## src/hdl/reg_map_pkg.sv

```systemverilog
package reg_map_pkg;

    typedef logic [7:0] byte_t;  // one register

    // write port into the register bank
    typedef struct packed {
        logic  valid;  // single-cycle request
        byte_t addr;
        byte_t data;
    } reg_write_t;

endpackage

```

## src/hdl/i2c_bus_pkg.sv

```systemverilog
package i2c_bus_pkg;

    localparam int ADDR_W = 7;  // 7-bit target addressing

    // one cycle worth of sampled bus activity
    typedef struct packed {
        logic scl;        // synchronized clock level
        logic sda;        // synchronized data level
        logic scl_rise;   // single-cycle strobe
        logic scl_fall;   // single-cycle strobe
        logic start_det;  // sda falls while scl high
        logic stop_det;   // sda rises while scl high
    } bus_events_t;

    typedef enum logic [3:0] {
        IDLE      = 4'd0,
        CMD       = 4'd1,  // address and r/w bit
        CMD_ACK   = 4'd2,
        PTR       = 4'd3,  // register pointer byte
        PTR_ACK   = 4'd4,
        WDATA     = 4'd5,
        WDATA_ACK = 4'd6,
        RDATA     = 4'd7,  // target shifts a byte out
        MSTR_ACK  = 4'd8,  // master acks or nacks
        IGNORE    = 4'd9   // not addressed, wait for stop
    } proto_state_t;

endpackage
```

## src/hdl/i2c_target_top.sv

```systemverilog
`timescale 1ns/1ps

module i2c_target_top
#(
    parameter logic [i2c_bus_pkg::ADDR_W-1:0] SLAVE_ADDR = 7'h2A,
    parameter int                             REG_DEPTH  = 16
)
(
    input  logic CLK,
    input  logic RST_n,
    input  logic scl,
    input  logic sda_in,
    output logic sda_drive_low,
    output logic busy
);

    i2c_bus_pkg::bus_events_t events;
    reg_map_pkg::reg_write_t  wr;
    reg_map_pkg::byte_t       rd_addr;
    reg_map_pkg::byte_t       rd_data;

    i2c_line_sampler sampler_i
    (
        .CLK    (CLK),
        .RST_n  (RST_n),
        .scl    (scl),
        .sda_in (sda_in),
        .events (events)
    );

    i2c_target_fsm #(
        .SLAVE_ADDR (SLAVE_ADDR),
        .REG_DEPTH  (REG_DEPTH)
    ) fsm_i (
        .CLK           (CLK),
        .RST_n         (RST_n),
        .events        (events),
        .rd_data       (rd_data),
        .wr            (wr),
        .rd_addr       (rd_addr),
        .sda_drive_low (sda_drive_low),
        .busy          (busy)
    );

    i2c_reg_bank #(
        .REG_DEPTH (REG_DEPTH)
    ) regs_i (
        .CLK     (CLK),
        .RST_n   (RST_n),
        .wr      (wr),
        .rd_addr (rd_addr),
        .rd_data (rd_data)
    );

endmodule

```

## src/hdl/i2c_reg_bank.sv

```systemverilog
`timescale 1ns/1ps

module i2c_reg_bank
#(
    parameter int REG_DEPTH = 16
)
(
    input  logic                    CLK,
    input  logic                    RST_n,
    input  reg_map_pkg::reg_write_t wr,
    input  reg_map_pkg::byte_t      rd_addr,
    output reg_map_pkg::byte_t      rd_data
);

    localparam int AW = (REG_DEPTH > 1) ? $clog2(REG_DEPTH) : 1;  // index bits

    reg_map_pkg::byte_t mem [REG_DEPTH];

    always_ff @(posedge CLK or negedge RST_n)
    begin
        if (!RST_n)
        begin
            for (int i = 0; i < REG_DEPTH; i++)
                mem[i] <= '0;
        end
        else if (wr.valid)
            mem[wr.addr[AW-1:0]] <= wr.data;
    end

    assign rd_data = mem[rd_addr[AW-1:0]];  // same-cycle read

    // pointer wrap upstream keeps reads inside the array
    a_rd_range : assert property (@(posedge CLK) disable iff (!RST_n)
        int'(rd_addr) < REG_DEPTH)
        else $error("read address beyond register bank");

endmodule

```

## src/hdl/i2c_target_fsm.sv

```systemverilog
`timescale 1ns/1ps

module i2c_target_fsm
#(
    parameter logic [i2c_bus_pkg::ADDR_W-1:0] SLAVE_ADDR = 7'h2A,
    parameter int                             REG_DEPTH  = 16
)
(
    input  logic                     CLK,
    input  logic                     RST_n,
    input  i2c_bus_pkg::bus_events_t events,
    input  reg_map_pkg::byte_t       rd_data,
    output reg_map_pkg::reg_write_t  wr,
    output reg_map_pkg::byte_t       rd_addr,
    output logic                     sda_drive_low,
    output logic                     busy
);

    i2c_bus_pkg::proto_state_t state;
    i2c_bus_pkg::proto_state_t nx_state;
    logic [3:0]                bit_cnt;     // bits seen in current byte
    logic [3:0]                nx_bit_cnt;
    reg_map_pkg::byte_t        ptr;         // register pointer
    reg_map_pkg::byte_t        nx_ptr;
    logic                      nx_drive;
    logic                      nx_busy;
    reg_map_pkg::byte_t        shift_in;
    reg_map_pkg::byte_t        nx_shift_in;
    logic [6:0]                shift_out;   // msb already on the line
    logic [6:0]                nx_shift_out;
    logic                      rw;          // 1 = master reads
    logic                      nx_rw;
    reg_map_pkg::byte_t        rx_byte;

    function automatic reg_map_pkg::byte_t ptr_inc(input reg_map_pkg::byte_t p);
        if (int'(p) >= REG_DEPTH - 1)
            return '0;
        return p + 8'd1;
    endfunction

    function automatic reg_map_pkg::byte_t ptr_wrap(input reg_map_pkg::byte_t b);
        int tmp;
        tmp = int'(b) % REG_DEPTH;
        return reg_map_pkg::byte_t'(tmp);
    endfunction

    assign rx_byte = {shift_in[6:0], events.sda};  // byte including current bit
    assign rd_addr = ptr;

    always_comb
    begin
        nx_state     = state;
        nx_bit_cnt   = bit_cnt;
        nx_ptr       = ptr;
        nx_drive     = sda_drive_low;
        nx_busy      = busy;
        nx_shift_in  = shift_in;
        nx_shift_out = shift_out;
        nx_rw        = rw;
        wr           = '0;

        case (state)
            i2c_bus_pkg::CMD, i2c_bus_pkg::PTR, i2c_bus_pkg::WDATA:
            begin
                if (events.scl_rise)
                begin
                    nx_shift_in = rx_byte;
                    nx_bit_cnt  = bit_cnt + 4'd1;
                    if (state == i2c_bus_pkg::WDATA && bit_cnt == 4'd7)
                    begin
                        wr.valid = 1'b1;  // store on the 8th bit
                        wr.addr  = ptr;
                        wr.data  = rx_byte;
                        nx_ptr   = ptr_inc(ptr);
                    end
                end
                else if (events.scl_fall && bit_cnt == 4'd8)
                begin
                    nx_bit_cnt = '0;
                    nx_drive   = 1'b1;  // ack by default
                    if (state == i2c_bus_pkg::CMD)
                    begin
                        nx_rw = shift_in[0];
                        if (shift_in[7:1] == SLAVE_ADDR)
                            nx_state = i2c_bus_pkg::CMD_ACK;
                        else
                        begin
                            nx_state = i2c_bus_pkg::IGNORE;
                            nx_drive = 1'b0;  // leave sda released, nack
                        end
                    end
                    else if (state == i2c_bus_pkg::PTR)
                    begin
                        nx_ptr   = ptr_wrap(shift_in);
                        nx_state = i2c_bus_pkg::PTR_ACK;
                    end
                    else
                        nx_state = i2c_bus_pkg::WDATA_ACK;
                end
            end
            i2c_bus_pkg::CMD_ACK:
            begin
                if (events.scl_fall)
                begin
                    if (rw)
                    begin
                        nx_shift_out = rd_data[6:0];
                        nx_drive     = ~rd_data[7];
                        nx_state     = i2c_bus_pkg::RDATA;
                    end
                    else
                    begin
                        nx_drive = 1'b0;
                        nx_state = i2c_bus_pkg::PTR;
                    end
                end
            end
            i2c_bus_pkg::PTR_ACK, i2c_bus_pkg::WDATA_ACK:
            begin
                if (events.scl_fall)
                begin
                    nx_drive = 1'b0;
                    nx_state = i2c_bus_pkg::WDATA;
                end
            end
            i2c_bus_pkg::RDATA:
            begin
                if (events.scl_rise)
                    nx_bit_cnt = bit_cnt + 4'd1;
                else if (events.scl_fall)
                begin
                    if (bit_cnt == 4'd8)
                    begin
                        nx_bit_cnt = '0;
                        nx_drive   = 1'b0;  // release for master ack
                        nx_state   = i2c_bus_pkg::MSTR_ACK;
                    end
                    else
                    begin
                        nx_drive     = ~shift_out[6];
                        nx_shift_out = {shift_out[5:0], 1'b0};
                    end
                end
            end
            i2c_bus_pkg::MSTR_ACK:
            begin
                if (events.scl_rise)
                begin
                    if (events.sda)
                        nx_state = i2c_bus_pkg::IGNORE;  // nack ends the read
                    else
                        nx_ptr = ptr_inc(ptr);
                end
                else if (events.scl_fall)
                begin
                    nx_shift_out = rd_data[6:0];  // next register, pointer already moved
                    nx_drive     = ~rd_data[7];
                    nx_state     = i2c_bus_pkg::RDATA;
                end
            end
            default: ;  // idle and ignore wait for bus conditions
        endcase

        // bus conditions win over anything in progress
        if (events.stop_det)
        begin
            nx_state   = i2c_bus_pkg::IDLE;
            nx_bit_cnt = '0;
            nx_drive   = 1'b0;
            nx_busy    = 1'b0;
            wr         = '0;
        end
        else if (events.start_det)
        begin
            nx_state   = i2c_bus_pkg::CMD;
            nx_bit_cnt = '0;
            nx_drive   = 1'b0;
            nx_busy    = 1'b1;
            wr         = '0;
        end
    end

    always_ff @(posedge CLK or negedge RST_n)
    begin
        if (!RST_n)
        begin
            state         <= i2c_bus_pkg::IDLE;
            bit_cnt       <= '0;
            ptr           <= '0;
            sda_drive_low <= 1'b0;
            busy          <= 1'b0;
        end
        else
        begin
            state         <= nx_state;
            bit_cnt       <= nx_bit_cnt;
            ptr           <= nx_ptr;
            sda_drive_low <= nx_drive;
            busy          <= nx_busy;
        end
    end

    always_ff @(posedge CLK)
    begin
        shift_in  <= nx_shift_in;
        shift_out <= nx_shift_out;
        rw        <= nx_rw;
    end

    a_sda_timing : assert property (@(posedge CLK) disable iff (!RST_n)
        $changed(sda_drive_low) |->
            $past(events.scl_fall | events.start_det | events.stop_det))
        else $error("sda drive changed outside the scl low phase");

    a_wr_range : assert property (@(posedge CLK) disable iff (!RST_n)
        wr.valid |-> int'(wr.addr) < REG_DEPTH)
        else $error("write address beyond register bank");

endmodule

```

## src/hdl/i2c_line_sampler.sv

```systemverilog
`timescale 1ns/1ps

module i2c_line_sampler
(
    input  logic                     CLK,
    input  logic                     RST_n,
    input  logic                     scl,
    input  logic                     sda_in,
    output i2c_bus_pkg::bus_events_t events
);

    logic scl_meta;
    logic scl_sync;
    logic scl_hist;
    logic sda_meta;
    logic sda_sync;
    logic sda_hist;

    // bus idles high, so all stages reset to 1
    always_ff @(posedge CLK or negedge RST_n)
    begin
        if (!RST_n)
        begin
            scl_meta <= 1'b1;
            scl_sync <= 1'b1;
            scl_hist <= 1'b1;
            sda_meta <= 1'b1;
            sda_sync <= 1'b1;
            sda_hist <= 1'b1;
        end
        else
        begin
            scl_meta <= scl;
            scl_sync <= scl_meta;
            scl_hist <= scl_sync;  // previous sample for edge compare
            sda_meta <= sda_in;
            sda_sync <= sda_meta;
            sda_hist <= sda_sync;
        end
    end

    always_comb
    begin
        events.scl       = scl_sync;
        events.sda       = sda_sync;
        events.scl_rise  = scl_sync & ~scl_hist;
        events.scl_fall  = ~scl_sync & scl_hist;
        // scl held high across both samples
        events.start_det = scl_sync & scl_hist & sda_hist & ~sda_sync;
        events.stop_det  = scl_sync & scl_hist & ~sda_hist & sda_sync;
    end

    a_sda_stable_at_edge : assert property (@(posedge CLK) disable iff (!RST_n)
        (events.scl_rise || events.scl_fall) |-> $stable(events.sda))
        else $error("sda moved in the same cycle as an scl edge");

endmodule

```

## config.mk

```make
export PLATFORM = sky130hd
export DESIGN_NAME = i2c_target_top
export DESIGN_NICKNAME = d
export VERILOG_FILES = /design/src/hdl/reg_map_pkg.sv /design/src/hdl/i2c_bus_pkg.sv /design/src/hdl/i2c_target_top.sv /design/src/hdl/i2c_reg_bank.sv /design/src/hdl/i2c_target_fsm.sv /design/src/hdl/i2c_line_sampler.sv
export SDC_FILE = /design/constraint.sdc
export NUM_CORES = 1
export LEC_CHECK = 0
export ABC_AREA = 1
export BUFFER_PORTS_ARGS = -buffer_cell sky130_fd_sc_hd__buf_4
export CAP_MARGIN = 10
export CORE_MARGIN = 3
export CORE_UTILIZATION = 45
export CTS_CLUSTER_SIZE = 40
export DETAILED_ROUTE_END_ITERATION = 16
export HOLD_SLACK_MARGIN = 0.15
export PLACE_DENSITY_LB_ADDON = 0.3
export SLEW_MARGIN = 20
export SYNTH_ARGS = -nofsm -noshare
export SYNTH_HDL_FRONTEND = slang
export SYNTH_SLANG_ARGS = --single-unit
```

## constraint.sdc

```tcl
create_clock -name CLK -period 2.8 [get_ports CLK]
set_input_delay 0.14 -clock CLK [delete_from_list [all_inputs] [get_ports CLK]]
set_output_delay 0.14 -clock CLK [all_outputs]
set_load 0.02 [all_outputs]
```

==> run metrics <==
Initial Util=between 40% and 50%; Worst R2R Start=sampler_i.scl_sync$_DFF_PN1_; count of standard-cell rows=50; critical setup path kind=reg2reg; DRC=0; reg2reg setup slack=between 0.6 and 0.7 ns; routed vias/inst=approximately 5.5; share of cells above drive strength 1=18.9%; Mapped Area=0.00864 sq mm; outcome=complete, no violations; first-pass detailed-route iteration total=5; fill count=1795; Post-Syn Nets=slightly below 1000; Setup TNS Final=0 ns; drt first-iter violations=roughly 680; synth warn=0; fmax=470 MHz; commonest cells in the netlist=nand2_1 (254), dfrtp_1 (146), nor2_1 (109); cell taking the most area after synthesis=dfrtp_1; Netlist cell types=48; switching share of power=38.7%; Post-synth EDFFs=16; Syn Area/Cell=8.84 sq um; part of the power in the clock network=29.9%; Worst Tran Pin Value=0.694 ns; core box area=0.0188 sq mm; total track usage=21.6%; drt wl/cell=17.5 microns; DRT Wirelength=21.3 mm; fraction of registers with async set/reset=90.5%; startpoint types=register; Nets=979; fin crit period=2.13 ns; Power Density=809 mW/mm^2; global-route wire length before repair=34.5 mm; post-synthesis sequential area ratio=49.7%; Root Driver=clkbuf_16; ANT cells=0; CP Max Fanout=19; Setup Skew=0.00894 ns; largest net degree at the start of global routing=62; Max Slew Vio Count=0; PostCTS Resize Cnt=0; post-synthesis register bit count=between 150 and 200; Slew HR=roughly 54%; sinks on the clock net=168; Post-Syn Instances=978; RSZ-0062 raised after global routing=false; vias in the first global route=6245; deepest clock path buffer count=2; CP required=3.14 ns; global route overflow=0; CP endpoint kind=register; final setup vio count=0; Final period util=between 70% and 80%; Routed Antenna Nets=0; ys flop type=dfrtp_1; I/O pin count=6; cell with the most instances after synthesis=nand2_1; busiest grt layer=met2; Clock Pin Slew Worst Setup and Hold Paths=approximately 0.07 ns; reg2reg end=regs_i.mem[19]$_DFFE_PN0P_; Synth-to-Final Area Change=8.64%; HP Class=in2async; Die Wd=145 microns; routability cong.=0.852; P_leak=between 4 and 5 nW; Skew-Pair Late Insertion Delay=0.43 ns; sequential power share=36.6%; TritonCTS Buffers=17; Hold Violations, Final=0; Area contributors post-synth=dfrtp_1 (42%), nand2_1 (11%), o21ai_2 (6.6%); DP Wirelength=13.7 mm; met3 Usage GRT=under 10%; H-tree Lvls=4; Max-Cap Viols=0; Die Y=145 microns; NetSw=between 0.002 and 0.003 W; Worst R2R Path Depth=5; Via Count=6679; die area=~0.021 sq mm; VDD IR max=475 uV; met2 GRT Util=32.7%; combinational fraction of design power=about a third; port bufs=5; top-area cell type share of the netlist area=42.3%; met1 Usage GRT=30.0%; TritonCTS clock tree=built; Final Util=50.0%; Internal Power=0.00466 W; critical path arrival=2.47 ns; initial antenna violation count=0
## area by class of cell
class / count / area, sq um / share of cell area, %
Sequential cell: 168 / 4290 / 45.7
Clock buffer: 19 / 443 / 4.72
Multi-Input combinational cell: 707 / 3760 / 40.1
Inverter: 47 / 210 / 2.24
Timing Repair Buffer: 31 / 269 / 2.86
Clock inverter: 13 / 120 / 1.28
Tap cell: 234 / 293 / 3.12
## through the flow
stage          hold WS (ns)  cell area [sq um]  std cells  total power, W  worst slack (ns)
6_report              0.271               9390       1219         0.00760             0.673
5_1_grt               0.310               9390       1219         0.00806             0.503
4_1_cts               0.292               9390       1219         0.00763             0.679
3_5_place_dp          0.183               8800       1184         0.00532             0.698
3_3_place_gp          0.173               8800       1184         0.00531             0.769
2_1_floorplan        -0.156               8640        978         0.00459             0.988
## cell families (layout without fill, tap and decap cells)
family	count (synthesis)	in the layout	share of synthesized area (%)
simple gates	471	471	25.1
buf+inv	103	110	6.83
xor+xnor	4	4	0.405
compound gates	229	229	17.5
flops	168	168	49.7
fa+ha+maj	3	3	0.434
## worst max-delay path by stage
stage,end,slack (ns),depth (start not counted),startpoint
2_1_floorplan,fsm_i.rd_addr[0]$_DFFE_PN0P_,0.99,11,fsm_i.state[3]$_DFFE_PN0P_
3_3_place_gp,regs_i.mem[59]$_DFFE_PN0P_,0.77,5,sampler_i.scl_sync$_DFF_PN1_
3_5_place_dp,regs_i.mem[35]$_DFFE_PN0P_,0.70,5,sampler_i.scl_sync$_DFF_PN1_
4_1_cts,regs_i.mem[35]$_DFFE_PN0P_,0.68,5,sampler_i.scl_sync$_DFF_PN1_
5_1_grt,regs_i.mem[43]$_DFFE_PN0P_,0.50,5,sampler_i.scl_sync$_DFF_PN1_
6_report,regs_i.mem[19]$_DFFE_PN0P_,0.67,5,sampler_i.scl_sync$_DFF_PN1_
## sequential cells by signal (all words and copies together) (netlist names)
register and flops:
fsm_i.bit_cnt 4, fsm_i.busy 1, fsm_i.rd_addr 8, fsm_i.rw 1, fsm_i.sda_drive_low 1, fsm_i.shift_in 8, fsm_i.shift_out 7, fsm_i.state 4
regs_i.mem 128, sampler_i.scl_hist 1, sampler_i.scl_meta 1, sampler_i.scl_sync 1, sampler_i.sda_hist 1, sampler_i.sda_meta 1, sampler_i.sda_sync 1
## layer usage
layer | vias up | routed length (microns)
met5 | - | 0
met4 | 0 | 593
met2 | 197 | 9810
met3 | 40 | 1350
li1 | 3256 | -
met1 | 3186 | 9580
## cell usage in the layout, fill, tap and decap left out, types with 2 or more instances in the layout
master and instances:
dlygate4sd3_1 3, inv_2 5, inv_4 2, nand2_4 16
clkbuf_16 17, edfxtp_1 16, inv_6 3, nor2_1 109
dfrtp_2 2, nand3_2 2, buf_12 2, o21a_1 2
o21ai_0 65, clkinv_2 5, nand4_1 6, buf_4 25
a21oi_1 5, o22ai_1 2, xor2_1 2, nand2_2 7
o21ai_2 65, xnor2_1 2, dfrtp_1 144, dfstp_2 6
nor2_2 2, o211ai_4 2, clkinv_4 9, ha_1 3
inv_1 33, nand4_4 6, nand3_1 55, nor3_1 10
o211ai_1 25, o21ai_1 56, nand2_1 254, a31oi_1 2
## power by group through the flow
stage,combinational [W],clock (W),sequential [W]
floorplan,0.00182,0,0.00276
global placement,0.00249,0,0.00282
detailed placement,0.00249,0,0.00283
CTS,0.00253,0.00232,0.00278
global route,0.00284,0.00242,0.00280
finish,0.00255,0.00227,0.00278
## critical path, stage by stage, from the launching register on
cell	delay, ns
dfstp_2	0.57
nand2_2	0.16
inv_1	0.12
buf_4	0.34
nand3_2	0.54
o21ai_2	0.30
## timing repair
| action | 4_1_cts | 5_1_grt |
|---|---|---|
| buffers inserted | 0 | 0 |
| hold buffers | 3 | 0 |
| endpoints found under the hold margin | 60 | 0 |
(Power assumes the default switching activity.)
